--- src/common/fx2_cfg.svh ---
// ======================================================================
// FX2 slave-FIFO configuration
// Sizes and constants shared by the reader, writer and top level
// ======================================================================
`ifndef FX2_CFG_SVH
`define FX2_CFG_SVH

// Start-of-packet marker on every endpoint
`define FX2_HEADER_BYTE 8'hFF

// Width of the FX2 slave-FIFO data bus
`define FX2_DATA_W 8

// Packet length field, sent big-endian as two bus bytes
`define FX2_LEN_W 16

// Number of tracking-FIFO write ports fed from EP2
`define FX2_NUM_PORTS 4

// Idle cycles in a row before an EP8 data phase is abandoned
`define FX2_EP8_WAIT_CYCLES 4

`endif
--- src/common/fx2_packet_pkg.sv ---
// ======================================================================
// FX2 packet framing types
// Phase of a packet and the two meanings of the byte after the header
// ======================================================================
`default_nettype none

package fx2_packet_pkg;

    // Phase of a packet on one endpoint, kept per endpoint
    typedef enum logic [2:0] {
        PHASE_WAITING = 3'd0,
        PHASE_HEADER_SELECT = 3'd1,
        PHASE_LENGTH_UPPER = 3'd2,
        PHASE_LENGTH_LOWER = 3'd3,
        PHASE_DATA = 3'd4,
        PHASE_DONE = 3'd5
    } packet_phase_t;

    // On EP2 the select byte carries a port number in its low bits
    typedef struct packed {
        logic [5:0] reserved;
        logic [1:0] port;
    } port_select_t;

    // The select byte is a port select on EP2 and a command ID on EP4
    typedef union packed {
        port_select_t port_sel;
        logic [7:0] command_id;
    } header_word_u;

endpackage

`default_nettype wire

--- src/common/fx2_bus_pkg.sv ---
// ======================================================================
// FX2 bus definitions
// Endpoint address encoding and strobe levels of the slave-FIFO bus
// ======================================================================
`default_nettype none

package fx2_bus_pkg;

    // Same encoding as the FX2 FIFOADR pins
    // EP6 stays in the encoding even though nothing here serves it
    typedef enum logic [1:0] {
        EP2 = 2'd0,
        EP4 = 2'd1,
        EP6 = 2'd2,
        EP8 = 2'd3
    } ep_addr_t;

    // First endpoint visited after reset and after EP8
    localparam ep_addr_t EP_FIRST = EP2;

    // SLRD and SLWR are both active low
    localparam logic STROBE_ACTIVE = 1'b0;
    localparam logic STROBE_IDLE = 1'b1;

endpackage

`default_nettype wire

--- src/logic/fx2_interface.sv ---
// ======================================================================
// FX2 slave-FIFO interface
// Connects the scheduler, packet reader and command writer
// ======================================================================
`timescale 1ns/1ps
`default_nettype none

`include "fx2_cfg.svh"

module fx2_interface (
    input wire usb_ifclk,
    input wire reset,
    // FX2 slave-FIFO bus
    output logic usb_slwr,
    output logic usb_slrd,
    output logic usb_sloe,
    output fx2_bus_pkg::ep_addr_t usb_addr,
    output logic [`FX2_DATA_W-1:0] usb_data_in,
    input wire [`FX2_DATA_W-1:0] usb_data_out,
    input wire usb_ep2_empty,
    input wire usb_ep4_empty,
    input wire usb_ep8_full,
    // Tracking-FIFO write ports
    output logic [`FX2_DATA_W-1:0] ep2_port_data,
    output logic [`FX2_NUM_PORTS-1:0] ep2_port_write,
    // Command decoder
    output logic [7:0] cmd_in_id,
    output logic [`FX2_LEN_W-1:0] cmd_in_length,
    output logic [`FX2_DATA_W-1:0] cmd_in_data,
    output logic cmd_in_valid,
    input wire cmd_in_ready,
    // Command encoder
    input wire [7:0] cmd_out_id,
    input wire [`FX2_LEN_W-1:0] cmd_out_length,
    input wire [`FX2_DATA_W-1:0] cmd_out_data,
    input wire cmd_out_valid,
    output logic cmd_out_ready
);

    logic ep2_grant;
    logic ep4_grant;
    logic ep8_grant;
    logic reader_yield;
    logic writer_yield;

    // FX2 drives the data bus at all times
    assign usb_sloe = 1'b0;

    fx2_endpoint_scheduler fx2_endpoint_scheduler_inst (
        .usb_ifclk(usb_ifclk), .reset(reset),
        .reader_yield(reader_yield), .writer_yield(writer_yield),
        .usb_addr(usb_addr),
        .ep2_grant(ep2_grant), .ep4_grant(ep4_grant), .ep8_grant(ep8_grant)
    );

    fx2_packet_reader fx2_packet_reader_inst (
        .usb_ifclk(usb_ifclk), .reset(reset),
        .ep2_grant(ep2_grant), .ep4_grant(ep4_grant),
        .usb_data_out(usb_data_out),
        .usb_ep2_empty(usb_ep2_empty), .usb_ep4_empty(usb_ep4_empty),
        .cmd_in_ready(cmd_in_ready), .usb_slrd(usb_slrd),
        .ep2_port_data(ep2_port_data), .ep2_port_write(ep2_port_write),
        .cmd_in_id(cmd_in_id), .cmd_in_length(cmd_in_length),
        .cmd_in_data(cmd_in_data), .cmd_in_valid(cmd_in_valid),
        .reader_yield(reader_yield)
    );

    fx2_command_writer fx2_command_writer_inst (
        .usb_ifclk(usb_ifclk), .reset(reset),
        .ep8_grant(ep8_grant), .usb_ep8_full(usb_ep8_full),
        .cmd_out_id(cmd_out_id), .cmd_out_length(cmd_out_length),
        .cmd_out_data(cmd_out_data), .cmd_out_valid(cmd_out_valid),
        .usb_slwr(usb_slwr), .usb_data_in(usb_data_in),
        .cmd_out_ready(cmd_out_ready), .writer_yield(writer_yield)
    );

endmodule

`default_nettype wire

--- src/fx2_writer/fx2_command_writer.sv ---
// ======================================================================
// FX2 command writer
// Frames command encoder output into EP8 packets, with an idle
// timeout on the data phase
// ======================================================================
`timescale 1ns/1ps
`default_nettype none

`include "fx2_cfg.svh"

module fx2_command_writer (
    input wire usb_ifclk,
    input wire reset,
    input wire ep8_grant,
    input wire usb_ep8_full,
    input wire [7:0] cmd_out_id,
    input wire [`FX2_LEN_W-1:0] cmd_out_length,
    input wire [`FX2_DATA_W-1:0] cmd_out_data,
    input wire cmd_out_valid,
    output logic usb_slwr,
    output logic [`FX2_DATA_W-1:0] usb_data_in,
    output logic cmd_out_ready,
    output logic writer_yield
);

    // Wide enough to hold the full timeout count
    localparam int IDLE_W = $clog2(`FX2_EP8_WAIT_CYCLES + 1);

    fx2_packet_pkg::packet_phase_t phase;
    logic [`FX2_LEN_W-1:0] len_q;
    logic [`FX2_LEN_W-1:0] byte_cnt;
    logic [IDLE_W-1:0] idle_cnt;
    logic start;
    logic transfer;

    // A packet starts only for a real command with room in EP8
    assign start = ep8_grant && (phase == fx2_packet_pkg::PHASE_WAITING) &&
                   (cmd_out_id != '0) && !usb_ep8_full;

    // The encoder is asked for data only while EP8 can take it
    assign cmd_out_ready = ep8_grant && (phase == fx2_packet_pkg::PHASE_DATA) && !usb_ep8_full;
    assign transfer = cmd_out_ready && cmd_out_valid;

    // Nothing to send, or the packet has just finished
    assign writer_yield = ep8_grant &&
        (((phase == fx2_packet_pkg::PHASE_WAITING) && !start) ||
         (phase == fx2_packet_pkg::PHASE_DONE));

    // Every byte is registered, so SLWR and data land together one clock
    // after the decision to write them
    always_ff @(posedge usb_ifclk) begin
        if (reset) begin
            phase <= fx2_packet_pkg::PHASE_WAITING;
            usb_slwr <= fx2_bus_pkg::STROBE_IDLE;
        end else begin
            usb_slwr <= fx2_bus_pkg::STROBE_IDLE;
            case (phase)
                fx2_packet_pkg::PHASE_WAITING: begin
                    if (start) begin
                        usb_slwr <= fx2_bus_pkg::STROBE_ACTIVE;
                        usb_data_in <= `FX2_HEADER_BYTE;
                        phase <= fx2_packet_pkg::PHASE_HEADER_SELECT;
                    end
                end
                fx2_packet_pkg::PHASE_HEADER_SELECT: begin
                    usb_slwr <= fx2_bus_pkg::STROBE_ACTIVE;
                    usb_data_in <= cmd_out_id;
                    phase <= fx2_packet_pkg::PHASE_LENGTH_UPPER;
                end
                fx2_packet_pkg::PHASE_LENGTH_UPPER: begin
                    // Length is frozen here so the encoder may move on
                    usb_slwr <= fx2_bus_pkg::STROBE_ACTIVE;
                    usb_data_in <= cmd_out_length[`FX2_LEN_W-1 -: `FX2_DATA_W];
                    len_q <= cmd_out_length;
                    phase <= fx2_packet_pkg::PHASE_LENGTH_LOWER;
                end
                fx2_packet_pkg::PHASE_LENGTH_LOWER: begin
                    usb_slwr <= fx2_bus_pkg::STROBE_ACTIVE;
                    usb_data_in <= len_q[`FX2_DATA_W-1:0];
                    byte_cnt <= '0;
                    idle_cnt <= '0;
                    if (len_q == '0) begin
                        phase <= fx2_packet_pkg::PHASE_DONE;
                    end else begin
                        phase <= fx2_packet_pkg::PHASE_DATA;
                    end
                end
                fx2_packet_pkg::PHASE_DATA: begin
                    if (transfer) begin
                        usb_slwr <= fx2_bus_pkg::STROBE_ACTIVE;
                        usb_data_in <= cmd_out_data;
                        byte_cnt <= byte_cnt + 1'b1;
                        idle_cnt <= '0;
                        if (byte_cnt == len_q - 1'b1) begin
                            phase <= fx2_packet_pkg::PHASE_DONE;
                        end
                    end else begin
                        // Full cycles count as idle just like missing data
                        idle_cnt <= idle_cnt + 1'b1;
                        if (idle_cnt == IDLE_W'(`FX2_EP8_WAIT_CYCLES - 1)) begin
                            phase <= fx2_packet_pkg::PHASE_DONE;
                        end
                    end
                end
                default: begin
                    phase <= fx2_packet_pkg::PHASE_WAITING;
                end
            endcase
        end
    end

endmodule

`default_nettype wire

--- src/fx2_reader/fx2_packet_reader.sv ---
// ======================================================================
// FX2 packet reader
// Parses EP2 data and EP4 command packets from the slave FIFO and
// routes payload to the tracking-FIFO ports or the command decoder
// ======================================================================
`timescale 1ns/1ps
`default_nettype none

`include "fx2_cfg.svh"

module fx2_packet_reader (
    input wire usb_ifclk,
    input wire reset,
    input wire ep2_grant,
    input wire ep4_grant,
    input wire [`FX2_DATA_W-1:0] usb_data_out,
    input wire usb_ep2_empty,
    input wire usb_ep4_empty,
    input wire cmd_in_ready,
    output logic usb_slrd,
    output logic [`FX2_DATA_W-1:0] ep2_port_data,
    output logic [`FX2_NUM_PORTS-1:0] ep2_port_write,
    output logic [7:0] cmd_in_id,
    output logic [`FX2_LEN_W-1:0] cmd_in_length,
    output logic [`FX2_DATA_W-1:0] cmd_in_data,
    output logic cmd_in_valid,
    output logic reader_yield
);

    // Entry 0 belongs to EP2 and entry 1 to EP4
    fx2_packet_pkg::packet_phase_t phase [2];
    logic [`FX2_LEN_W-1:0] length [2];
    logic [`FX2_LEN_W-1:0] count [2];

    // Fields latched from the select byte
    logic [1:0] port_sel;
    logic [7:0] cmd_id;

    fx2_packet_pkg::header_word_u select_word;
    fx2_packet_pkg::packet_phase_t cur_phase;
    logic sel;
    logic active;
    logic fifo_empty;
    logic read_byte;
    logic decoder_stall;

    // EP4 is the only other endpoint this block ever serves
    assign sel = ep4_grant;
    assign active = ep2_grant | ep4_grant;
    assign fifo_empty = sel ? usb_ep4_empty : usb_ep2_empty;
    assign cur_phase = phase[sel];
    assign select_word = usb_data_out;

    // Decoder back-pressure only matters while EP4 payload is moving
    assign decoder_stall = sel && (cur_phase == fx2_packet_pkg::PHASE_DATA) && !cmd_in_ready;

    // A byte is consumed on every cycle the strobe is low
    assign read_byte = active && !fifo_empty && !decoder_stall &&
                       (cur_phase != fx2_packet_pkg::PHASE_DONE);
    assign usb_slrd = read_byte ? fx2_bus_pkg::STROBE_ACTIVE : fx2_bus_pkg::STROBE_IDLE;

    // Give up the endpoint when its FIFO runs dry, when a packet ends,
    // or when the first byte turns out not to be a header
    assign reader_yield = active && (fifo_empty ||
        (cur_phase == fx2_packet_pkg::PHASE_DONE) ||
        ((cur_phase == fx2_packet_pkg::PHASE_WAITING) && read_byte &&
         (usb_data_out != `FX2_HEADER_BYTE)));

    // Exactly one tracking-FIFO strobe per EP2 payload byte
    always_comb begin
        ep2_port_write = '0;
        if (ep2_grant && (phase[0] == fx2_packet_pkg::PHASE_DATA) && read_byte) begin
            ep2_port_write[port_sel] = 1'b1;
        end
    end

    assign ep2_port_data = usb_data_out;

    // Decoder link sees the bus byte directly in the EP4 data phase
    assign cmd_in_id = cmd_id;
    assign cmd_in_length = length[1];
    assign cmd_in_data = usb_data_out;
    assign cmd_in_valid = ep4_grant && (phase[1] == fx2_packet_pkg::PHASE_DATA) &&
                          !usb_ep4_empty;

    // Only the served endpoint advances, the other keeps its place
    always_ff @(posedge usb_ifclk) begin
        if (reset) begin
            for (int i = 0; i < 2; i++) begin
                phase[i] <= fx2_packet_pkg::PHASE_WAITING;
            end
        end else if (active) begin
            case (cur_phase)
                fx2_packet_pkg::PHASE_WAITING: begin
                    // Anything other than a header is dropped here
                    if (read_byte && (usb_data_out == `FX2_HEADER_BYTE)) begin
                        phase[sel] <= fx2_packet_pkg::PHASE_HEADER_SELECT;
                    end
                end
                fx2_packet_pkg::PHASE_HEADER_SELECT: begin
                    if (read_byte) begin
                        if (sel) begin
                            cmd_id <= select_word.command_id;
                        end else begin
                            port_sel <= select_word.port_sel.port;
                        end
                        phase[sel] <= fx2_packet_pkg::PHASE_LENGTH_UPPER;
                    end
                end
                fx2_packet_pkg::PHASE_LENGTH_UPPER: begin
                    if (read_byte) begin
                        length[sel][`FX2_LEN_W-1 -: `FX2_DATA_W] <= usb_data_out;
                        phase[sel] <= fx2_packet_pkg::PHASE_LENGTH_LOWER;
                    end
                end
                fx2_packet_pkg::PHASE_LENGTH_LOWER: begin
                    if (read_byte) begin
                        length[sel][`FX2_DATA_W-1:0] <= usb_data_out;
                        count[sel] <= '0;
                        // An empty payload skips the data phase
                        if ((length[sel][`FX2_LEN_W-1 -: `FX2_DATA_W] == '0) &&
                            (usb_data_out == '0)) begin
                            phase[sel] <= fx2_packet_pkg::PHASE_DONE;
                        end else begin
                            phase[sel] <= fx2_packet_pkg::PHASE_DATA;
                        end
                    end
                end
                fx2_packet_pkg::PHASE_DATA: begin
                    if (read_byte) begin
                        count[sel] <= count[sel] + 1'b1;
                        if (count[sel] == length[sel] - 1'b1) begin
                            phase[sel] <= fx2_packet_pkg::PHASE_DONE;
                        end
                    end
                end
                default: begin
                    // Done phase lasts one cycle, the yield cycle
                    phase[sel] <= fx2_packet_pkg::PHASE_WAITING;
                end
            endcase
        end
    end

endmodule

`default_nettype wire

--- src/logic/fx2_endpoint_scheduler.sv ---
// ======================================================================
// FX2 endpoint scheduler
// Round-robin over EP2, EP4 and EP8, advanced by engine yields
// ======================================================================
`timescale 1ns/1ps
`default_nettype none

module fx2_endpoint_scheduler (
    input wire usb_ifclk,
    input wire reset,
    input wire reader_yield,
    input wire writer_yield,
    output fx2_bus_pkg::ep_addr_t usb_addr,
    output logic ep2_grant,
    output logic ep4_grant,
    output logic ep8_grant
);

    // Endpoint currently being served
    fx2_bus_pkg::ep_addr_t cur_ep;
    fx2_bus_pkg::ep_addr_t next_ep;

    // EP6 is not served, so EP4 hands straight over to EP8
    always_comb begin
        case (cur_ep)
            fx2_bus_pkg::EP2: next_ep = fx2_bus_pkg::EP4;
            fx2_bus_pkg::EP4: next_ep = fx2_bus_pkg::EP8;
            fx2_bus_pkg::EP6,
            fx2_bus_pkg::EP8: next_ep = fx2_bus_pkg::EP_FIRST;
            default: next_ep = fx2_bus_pkg::EP_FIRST;
        endcase
    end

    // A yield pulse moves the grant on the following clock
    always_ff @(posedge usb_ifclk) begin
        if (reset) begin
            cur_ep <= fx2_bus_pkg::EP_FIRST;
        end else if (reader_yield || writer_yield) begin
            cur_ep <= next_ep;
        end
    end

    // The FX2 FIFO address simply follows the served endpoint
    assign usb_addr = cur_ep;

    assign ep2_grant = (cur_ep == fx2_bus_pkg::EP2);
    assign ep4_grant = (cur_ep == fx2_bus_pkg::EP4);
    assign ep8_grant = (cur_ep == fx2_bus_pkg::EP8);

endmodule

`default_nettype wire

--- config.mk ---
export PLATFORM = sky130hd
export DESIGN_NAME = fx2_interface
export DESIGN_NICKNAME = d
export VERILOG_FILES = /design/src/common/fx2_packet_pkg.sv /design/src/common/fx2_bus_pkg.sv /design/src/logic/fx2_interface.sv /design/src/fx2_writer/fx2_command_writer.sv /design/src/fx2_reader/fx2_packet_reader.sv /design/src/logic/fx2_endpoint_scheduler.sv
export VERILOG_INCLUDE_DIRS = /design/src /design/src/common
export SDC_FILE = /design/constraint.sdc
export NUM_CORES = 1
export LEC_CHECK = 0
export BUFFER_PORTS_ARGS = -buffer_cell sky130_fd_sc_hd__buf_2
export CAP_MARGIN = 15
export CORE_ASPECT_RATIO = 1.2
export CORE_MARGIN = 2
export CORE_UTILIZATION = 50
export DETAILED_ROUTE_END_ITERATION = 6
export PLACE_DENSITY = 0.7
export SLEW_MARGIN = 10
export SYNTH_ARGS = -nofsm -noshare
export SYNTH_HDL_FRONTEND = slang
export SYNTH_SLANG_ARGS = --single-unit
--- constraint.sdc ---
create_clock -name usb_ifclk -period 4.57 [get_ports usb_ifclk]
set_input_delay 0.914 -clock usb_ifclk [delete_from_list [all_inputs] [get_ports usb_ifclk]]
set_output_delay 0.914 -clock usb_ifclk [all_outputs]
set_load 0.005 [all_outputs]
==> impl_metrics.ini, run 1 <==
[outcome]
status = finished clean

[pwr]
p_int_w = 0.00293
combPwrFrac_pct = 28.9
p_per_area_mw_per_mm2 = 500
power.share.sequential_pct = 38.2
vdd_ir_drop_max_uv = 393
clockPowerShare_pct = 32.9
switchingPower_w = 0.00140
p_leak_nw = 3.12
fin_total_pwr_w = 0.00433
switching_share_pct = 32.4

[synth]
synthCells = 717
synth_top_family_by_area = simple AND/OR/NAND/NOR gates
synth-edff-count = 123
syn_area_sq_mm = 0.00750
ys_seq_area_share_pct = 50.9
synth_compound_area_share_pct = 11.4
post_synth.cell_area_avg_sq_um = 10.5
synthAdderAreaFrac_pct = 1.00
synthMuxAreaShare_pct = 4.55
synth-async-reset-ratio_pct = 0
synth.distinct_cells = 64
synth_fp_nets = 770
ys.flop_type = edfxtp_1
ys_seq_elements = 129
yosys_warnings = 0
synthSimpleGateAreaFrac_pct = 17.3
synthXorXnorAreaFrac_pct = 9.81

[worst_setup_path]
required_ps = 3660
crit_slowest_cell = dfxtp_1
critical-path-top-delay-family = simple AND/OR/NAND/NOR gates
reg2reg_slack_ps = 620
path_max_fanout = 13
critPathLaunchType = flop
reg2reg_depth = 11
arrival_ps = 3090
max_stage_delay_ps = 530
endpoint_kind = output pin
crit_type = reg2out
worst-path-buf-inv = 1
cp.depth = 7
cp_cell_sequence = nor2b_4 > mux2i_1 > nor2_1 > a2111oi_0 > and4_1 > nor3b_1 > buf_2

[layout]
fillers = 1273
n_antenna_cell = 0
syn_to_final_growth_pct = 15.6
nNetsFinal = 849
instances_no_fill = 1011
drive_gt1_share_pct = 19.2

[global_routing]
grt_use_met3_pct = 4.69
grt_max_degree = 37
grt.overflow.total = 0
grt_pass1_vias = 5743
grt_pass1_wl_um = 29400
gr-usage-met1_pct = 27.2
gr-max-usage-layer = met2
grtUsageTotal_pct = 23.8
grt_util_met2_pct = 42.3
antenna_found_initial = 0

[die]
die_area_sq_mm = 0.0160
row_count = 49
fp.coreArea_sq_mm = 0.0148
start_util_pct = 50.5
die_w_um = 116
pin_count = 106
fp.dieH_um = 138

[timing]
finClkSkew_ps = 5.33
rsz0062_at_grt = false
slew_headroom_pct = 43.1
hold_viol_final = 0
fin_crit_ps = 4000
tns_ps = 0
fin_crit_sh_pct = 87.6
slew_viol_final = 0
finalSetupViolCount = 0
max_clock_freq_mhz = 250
worst_slew_pin_slew_ps = 853

[clock_network]
clock_tree.htree_level_count = 4
post_cts_buffers = 0
cts_tree = built
cts_buffers = 17
ctsResizeCount = 0
cts_root_buffer = clkbuf_16
clock_sinks = 129
cts.clk_slew.worst_paths_ps = 50
clk_latency_ps = 410
ctsHoldBuffers = 0
cts_buffer_depth = 2

[place]
dpl.hpwl_um = 14100
dp_cells = 981
place.gp.congestion = 0.929
portBuffers = 104

[detailed_routing]
wl_per_cell_um = 18.5
post-route-drc-count = 0
via_count = 5845
drt_iter0_drc = 317
viasPerCell = 5.78
firstDrtPassIters = 4
ant_nets = 0
wirelength_um = 18700

[flow_run]
max-cap-violations = 0

[worst_hold_path]
hold_depth = 1
hp-class = reg2reg
## power groups by stage
| stage | clock network [W] | registers (W) | logic, W |
|---|---|---|---|
| 2_1_floorplan | 0 | 0.00157 | 0.00103 |
| 3_3_place_gp | 0 | 0.00166 | 0.00121 |
| 3_5_place_dp | 0 | 0.00167 | 0.00123 |
| 4_1_cts | 0.00145 | 0.00165 | 0.00124 |
| 5_1_grt | 0.00149 | 0.00167 | 0.00138 |
| 6_report | 0.00143 | 0.00165 | 0.00125 |
## through the flow
| stage | util (%) | hold slack, ps | setup WS [ps] | instance area, sq um |
|---|---|---|---|---|
| after floorplan | - | 538 | 1100 | 7500 |
| after global placement | 54.2 | 550 | 856 | 8050 |
| after detailed placement | 54.2 | 562 | 684 | 8050 |
| after CTS | 58.4 | 570 | 578 | 8670 |
| after global routing | 58.5 | 588 | 153 | 8670 |
| final | 58.5 | 565 | 567 | 8670 |
## synthesized netlist by cell type, drive strengths merged, types with 7 or more instances
master,number,area (sq um)
mux2i,30,300
nand3,19,95.1
buf,30,213
nor2,89,334
inv,21,78.8
nand3b,8,60.1
nor3,27,135
or3,11,68.8
clkbuf,22,82.6
o21ai,25,129
xnor2,48,420
nand2,47,176
nor2b,7,51.3
nand2b,12,75.1
and3,10,62.6
nor4,8,50.1
a21oi,52,260
xor2,36,315
edfxtp,123,3690
a2111oi,7,80.1
## layout make-up
cell class                      count  area [sq um]  area share (%)
Clock buffer                       17           425            4.90
Clock inverter                     13           194            2.24
Inverter                           21          78.8           0.909
Multi-Input combinational cell    515          3330            38.3
Sequential cell                   129          3810            44.0
Tap cell                          204           255            2.94
Timing Repair Buffer              112           581            6.69
## path summary, 6_finish.rpt
path / startpoint / to
max: fx2_endpoint_scheduler_inst.usb_addr[0] / ep2_port_write[0]
min: fx2_command_writer_inst.idle_cnt[0] / fx2_command_writer_inst.idle_cnt[0]
max reg2reg: fx2_endpoint_scheduler_inst.usb_addr[0] / fx2_packet_reader_inst.phase[1][2]
min reg2reg: fx2_command_writer_inst.idle_cnt[0] / fx2_command_writer_inst.idle_cnt[0]
## layout by cell type (no fill, tap or decap), types with 8 or more instances in the layout
cell / instances
edfxtp_1: 123
mux2i_1: 30
nand3b_1: 8
xor2_1: 36
o21ai_0: 24
xnor2_1: 48
a21oi_1: 52
inv_1: 21
nor2_1: 89
buf_4: 8
nor3_1: 26
buf_2: 104
and3_1: 10
or3_1: 11
nor4_1: 8
nand2b_1: 11
nand3_1: 19
clkbuf_16: 17
nand2_1: 47
## routing by layer
metal  wire length [um]  vias to the layer above
li1                   -                     2745
met1               7210                     2847
met2              10100                      213
met3                873                       40
met4                542                        0
met5                  0                        -
## kinds of logic after synthesis
family / Yosys count
AND/OR/NAND/NOR: 264
adder cells (fa/ha/maj): 6
flip-flops: 129
AO/OA/AOI/OAI: 127
buffers and inverters: 73
other: 1
XOR/XNOR: 84
multiplexers: 33
## state kept, by name, indices dropped and copies added, names as in the netlist
name	flops
fx2_command_writer_inst.byte_cnt	16
fx2_command_writer_inst.idle_cnt	3
fx2_command_writer_inst.len_q	16
fx2_command_writer_inst.phase	3
fx2_command_writer_inst.usb_data_in	8
fx2_command_writer_inst.usb_slwr	1
fx2_endpoint_scheduler_inst.usb_addr	2
fx2_packet_reader_inst.cmd_in_id	8
fx2_packet_reader_inst.count	32
fx2_packet_reader_inst.length	32
fx2_packet_reader_inst.phase	6
fx2_packet_reader_inst.port_sel	2
## worst register-to-register path: stages, from the launching register on
cell and delay, ps:
dfxtp_1 530, nor2b_4 400, buf_4 470, mux2_4 380
inv_1 70, ha_1 150, inv_1 80, a211oi_4 320
a41oi_2 190, a2111oi_4 390, o2111ai_2 280, a21oi_1 370
(Power assumes the default switching activity.)
==> run 2: changes to the inputs <==
Settings changed: ABC_AREA set to 1.
==> impl_metrics.ini, run 2 <==
[outcome]
status = finished clean

[layout]
multi_input_area_sq_mm = 0.00291
n_antenna_cell = 0
syn_to_final_growth_pct = 15.3
final_common_cell = nand2_1
top_regs = fx2_packet_reader_inst.count x32, fx2_packet_reader_inst.length x32
fillers = 1334
instances_no_fill = 1194
nNetsFinal = 1034
drive_gt1_share_pct = 17.2
utilization_pct = 59.1
seqCellArea_sq_mm = 0.00381
final_cell_mix = 236 x nand2_1, 123 x edfxtp_1, 117 x inv_1, 114 x nor2_1, 104 x buf_2
final_area_sq_mm = 0.00855

[worst_setup_path]
arrival_ps = 2620
crit_type = reg2out
critPathLaunchType = flop
path_max_fanout = 64
worstReg2RegStart = fx2_endpoint_scheduler_inst.usb_addr[0]
timing.rr.end = fx2_packet_reader_inst.phase[1][0]
required_ps = 3660
reg2reg_depth = 19
endpoint_kind = output pin
reg2reg_slack_ps = 1110

[clock_network]
cts_root_buffer = clkbuf_16
cts_tree = built
clock_tree.htree_level_count = 4
clock_sinks = 129
ctsResizeCount = 0
cts_buffer_depth = 2
cts_buffers = 17
clk_latency_ps = 420
cts.clk_slew.worst_paths_ps = 60
post_cts_buffers = 0
ctsHoldBuffers = 0

[die]
die_w_um = 115
start_util_pct = 51.2
pin_count = 106
row_count = 48
die_area_sq_mm = 0.0158
fp.dieH_um = 137
fp.coreArea_sq_mm = 0.0145

[timing]
fin_crit_ps = 3540
hold_viol_final = 0
max_clock_freq_mhz = 283
slew_viol_final = 0
finalSetupViolCount = 0
rsz0062_at_grt = false
finClkSkew_ps = 8.47
worst_slew_pin_slew_ps = 1140
fin_crit_sh_pct = 77.4
slew_headroom_pct = 23.5
tns_ps = 0

[synth]
yosys.area.top_type_share_pct = 49.8
ys.flop_type = edfxtp_1
synth_fp_nets = 937
ys_seq_area_share_pct = 51.4
ys_seq_elements = 129
post_synth.cell_area_avg_sq_um = 8.39
synth.distinct_cells = 40
yosys.area.top_type = edfxtp_1
syn_area_sq_mm = 0.00742
ys_top_cells_by_count = 236 x nand2_1, 123 x edfxtp_1, 117 x inv_1
yosys_warnings = 0
synth-async-reset-ratio_pct = 0
synthCells = 884
synth-edff-count = 123
yosysMostFrequentCell = nand2_1
synthTopCellsByArea = edfxtp_1 50%, nand2_1 12%, inv_1 5.9%, nor2_1 5.8%, nand3_1 3.6%

[pwr]
p_int_w = 0.00267
switchingPower_w = 0.00169
switching_share_pct = 38.8
p_per_area_mw_per_mm2 = 510
power.share.sequential_pct = 34.3
fin_total_pwr_w = 0.00436
vdd_ir_drop_max_uv = 292
p_leak_nw = 3.67
combPwrFrac_pct = 37.1
clockPowerShare_pct = 28.6

[worst_hold_path]
hold_path_end = fx2_command_writer_inst.idle_cnt[0]
hold_start = fx2_command_writer_inst.idle_cnt[0]
hold_depth = 1
hp-class = reg2reg

[detailed_routing]
wl_per_cell_um = 14.4
post-route-drc-count = 0
drt_iter0_drc = 442
wirelength_um = 17200
firstDrtPassIters = 6
via_count = 6124
ant_nets = 0
viasPerCell = 5.13

[place]
place.gp.congestion = 0.879
dpl_cell_area_sq_mm = 0.00800
dp_cells = 1162
dpl.hpwl_um = 12800
portBuffers = 104

[global_routing]
grt_pass1_wl_um = 26600
grt_max_degree = 65
grt_pass1_vias = 5717
grtUsageTotal_pct = 21.8
antenna_found_initial = 0
grt.overflow.total = 0

[flow_run]
max-cap-violations = 0
-- run 2: cell types whose count changed in the layout (fill, tap and decap cells not counted), sizes merged, moves of 13 or more --
| cell | previous run | this run |
|---|---|---|
| nor2 | 89 | 121 |
| xor2 | 36 | 23 |
| mux2i | 30 | 0 |
| inv | 21 | 121 |
| a21oi | 52 | 28 |
| xnor2 | 48 | 9 |
| nand3 | 19 | 55 |
| nand2 | 47 | 246 |
-- run 2: cell type report --
type | instances | area share [%]
sequential | 129 | 44.6
clock buffer | 17 | 4.98
timing repair buffer | 111 | 6.70
multi-input combinational | 600 | 34.0
inverter | 122 | 5.39
tap | 200 | 2.93
clock inverter | 15 | 1.39
-- run 2: power groups by stage --
stage | combinational, W | clock [W] | sequential [W]
final | 0.00162 | 0.00125 | 0.00150
after global routing | 0.00182 | 0.00131 | 0.00151
after CTS | 0.00161 | 0.00126 | 0.00150
after detailed placement | 0.00160 | 0 | 0.00152
after global placement | 0.00159 | 0 | 0.00152
after floorplan | 0.00128 | 0 | 0.00151
-- run 2: critical path: stages, from the launching register on --
cell     delay [ps]
dfxtp_1         480
inv_4           160
nand2_8         330
nand2_1         130
o21ai_2         110
nor2_1           80
nand2_1          80
nand2_1          90
inv_1           160
nand4_1         210
nor3_1          190
buf_2           150
-- run 2: per-stage QoR --
step           worst slack, ps  hold slack (ps)
4_1_cts                   1040              568
3_3_place_gp              1280              556
2_1_floorplan             1630              538
3_5_place_dp              1180              556
6_report                  1030              563
5_1_grt                    755              582
-- run 2: cells by family (layout without fill, tap and decap cells) --
logic type,count (synthesis),after routing,synth area share [%]
buffers and inverters,155,265,9.50
other,1,1,0.0506
adder cells (fa/ha/maj),6,6,1.01
flip-flops,129,129,51.4
AO/OA/AOI/OAI,88,88,7.00
AND/OR/NAND/NOR,473,473,27.2
XOR/XNOR,32,32,3.78
-- run 2: how the worst max path moves through the flow --
stage                                             from                                  to  slack, ps  cells after the start
3_3_place_gp   fx2_endpoint_scheduler_inst.usb_addr[0]  fx2_packet_reader_inst.phase[0][2]       1280                     19
5_1_grt        fx2_endpoint_scheduler_inst.usb_addr[0]  fx2_packet_reader_inst.phase[1][0]        760                     19
3_5_place_dp   fx2_endpoint_scheduler_inst.usb_addr[0]  fx2_packet_reader_inst.phase[1][0]       1180                     19
4_1_cts        fx2_endpoint_scheduler_inst.usb_addr[1]                   ep2_port_write[3]       1040                     11
2_1_floorplan                            usb_ep2_empty  fx2_packet_reader_inst.count[0][0]       1630                     10
6_report       fx2_endpoint_scheduler_inst.usb_addr[1]                   ep2_port_write[3]       1030                     11
-- run 2: per-layer routing --
metal / global-route usage, % / up-vias / routed length, um
met2: 39.3 / 166 / 8880
li1: - / 3109 / -
met5: 0 / - / 0
met1: 25.1 / 2816 / 7120
met3: 4.71 / 33 / 844
met4: 8.90 / 0 / 369
==> run 3: changes to the inputs <==
Settings changed: PLACE_DENSITY 0.7 to 0.73.
Clock period 4.57 ns to 3.2 ns, I/O delays scaled along.
==> impl_metrics.ini, run 3 (synthesis results as in run 2) <==
[outcome]
status = finished clean

[worst_hold_path]
hold_depth = 1
hold_start = cmd_out_length[0]
hp-class = in2reg
hold_path_end = fx2_command_writer_inst.len_q[0]

[pwr]
p_leak_nw = 3.76
vdd_ir_drop_max_uv = 494
p_per_area_mw_per_mm2 = 740
fin_total_pwr_w = 0.00645

[layout]
syn_to_final_growth_pct = 17.6
final_cell_mix = 236 x nand2_1, 123 x edfxtp_1, 116 x inv_1, 114 x nor2_1, 104 x buf_2
final_common_cell = nand2_1
final_area_sq_mm = 0.00872
nNetsFinal = 1048
n_antenna_cell = 0
drive_gt1_share_pct = 19.2
top_regs = fx2_packet_reader_inst.count x32, fx2_packet_reader_inst.length x32
utilization_pct = 60.3

[global_routing]
grt_pass1_vias = 5941
grt_use_met3_pct = 5.32
gr-max-usage-layer = met2
grtUsageTotal_pct = 23.5
gr-usage-met1_pct = 31.2
grt_util_met2_pct = 38.7
antenna_found_initial = 0
grt_pass1_wl_um = 28700
grt_max_degree = 35
grt.overflow.total = 0

[place]
dpl.hpwl_um = 13500
place.gp.congestion = 0.939
dpl_cell_area_sq_mm = 0.00811
portBuffers = 104

[timing]
finalSetupViolCount = 0
slew_viol_final = 0
timing.hold.ws_ps = 391
hold_viol_final = 0
finClkSkew_ps = 9.72
max_clock_freq_mhz = 333
fin_crit_sh_pct = 93.9
tns_ps = 0
fin_crit_ps = 3000

[detailed_routing]
post-route-drc-count = 0
ant_nets = 0
drt_iter0_drc = 533
wirelength_um = 18100
viasPerCell = 5.16
wl_per_cell_um = 15.0
firstDrtPassIters = 5
via_count = 6233

[die]
pin_count = 106
start_util_pct = 51.2
die_w_um = 115
fp.dieH_um = 137
row_count = 48
fp.coreArea_sq_mm = 0.0145
die_area_sq_mm = 0.0158

[worst_setup_path]
reg2reg_depth = 17
arrival_ps = 2360
startpoint = fx2_endpoint_scheduler_inst.usb_addr[0]
endpoint_kind = output pin
worstReg2RegStart = fx2_endpoint_scheduler_inst.usb_addr[1]
reg2reg_slack_ps = 350
timing.rr.end = fx2_packet_reader_inst.phase[0][0]
path_max_fanout = 16
required_ps = 2560
critPathLaunchType = flop
crit_type = reg2out

[clock_network]
cts_root_buffer = clkbuf_16
clock_sinks = 129
cts_tree = built
cts_buffers = 17
clock_tree.htree_level_count = 4
ctsHoldBuffers = 0
clk_latency_ps = 420
cts_buffer_depth = 2
cts.clk_slew.worst_paths_ps = 60

[flow_run]
max-cap-violations = 0
==> run 3: per-stage QoR <==
| stage | instances | setup WS, ps |
|---|---|---|
| final | 1207 | 196 |
| after global placement | 1174 | 360 |
| after CTS | 1205 | 7.09 |
| after floorplan | 884 | 309 |
| after detailed placement | 1174 | 263 |
| after global routing | 1207 | -1.48 |
==> run 3: power breakdown <==
| part | switching, W | internal (W) |
|---|---|---|
| logic | 0.00166 | 0.000786 |
| clock network | 0.000760 | 0.00108 |
| registers | 0.000112 | 0.00206 |
| total | 0.00254 | 0.00392 |
==> run 3: metal layers <==
layer | share of wire [%] | vias to the layer above
li1 | - | 3126
met1 | 45 | 2886
met2 | 48 | 195
met3 | 6.0 | 26
met4 | 1.3 | 0
met5 | 0 | -
==> run 3: repair_timing <==
action	in CTS	in global routing
pin swaps	0	2
setup endpoints to repair	4	10
gates resized for setup	2	9
endpoints found under the hold margin	0	0
buffers inserted	0	1
cloned	0	1
==> run 3: worst max path at each step <==
| stage | end | slack, ps | cells past startpoint |
|---|---|---|---|
| 6_report | ep2_port_write[1] | 200 | 13 |
| 5_1_grt | fx2_packet_reader_inst.phase[1][0] | -1 | 17 |
| 4_1_cts | ep2_port_write[1] | 7 | 10 |
| 3_5_place_dp | fx2_packet_reader_inst.phase[0][0] | 260 | 17 |
| 3_3_place_gp | fx2_packet_reader_inst.phase[0][0] | 360 | 17 |
| 2_1_floorplan | fx2_command_writer_inst.byte_cnt[0] | 310 | 9 |
==> run 3: critical path: stages, from the launching register on <==
cell     delay, ps
dfxtp_4        430
inv_1          100
nor2_4         140
buf_6          190
nand2_1         70
nand2_1        110
nor2_1          80
nand2_1         80
nand2_1        100
inv_2          110
nand4_1         90
buf_4          170
nor3_2         110
buf_2          140
==> run 3: layout make-up <==
| type | count | area (sq um) |
|---|---|---|
| clock buffers | 18 | 429 |
| inverters | 122 | 460 |
| clock inverters | 13 | 129 |
| multi-input cells | 601 | 2950 |
| fillers | 1277 | 5750 |
| flip-flops and latches | 129 | 3820 |
| repair buffers | 124 | 687 |
| well taps | 200 | 250 |
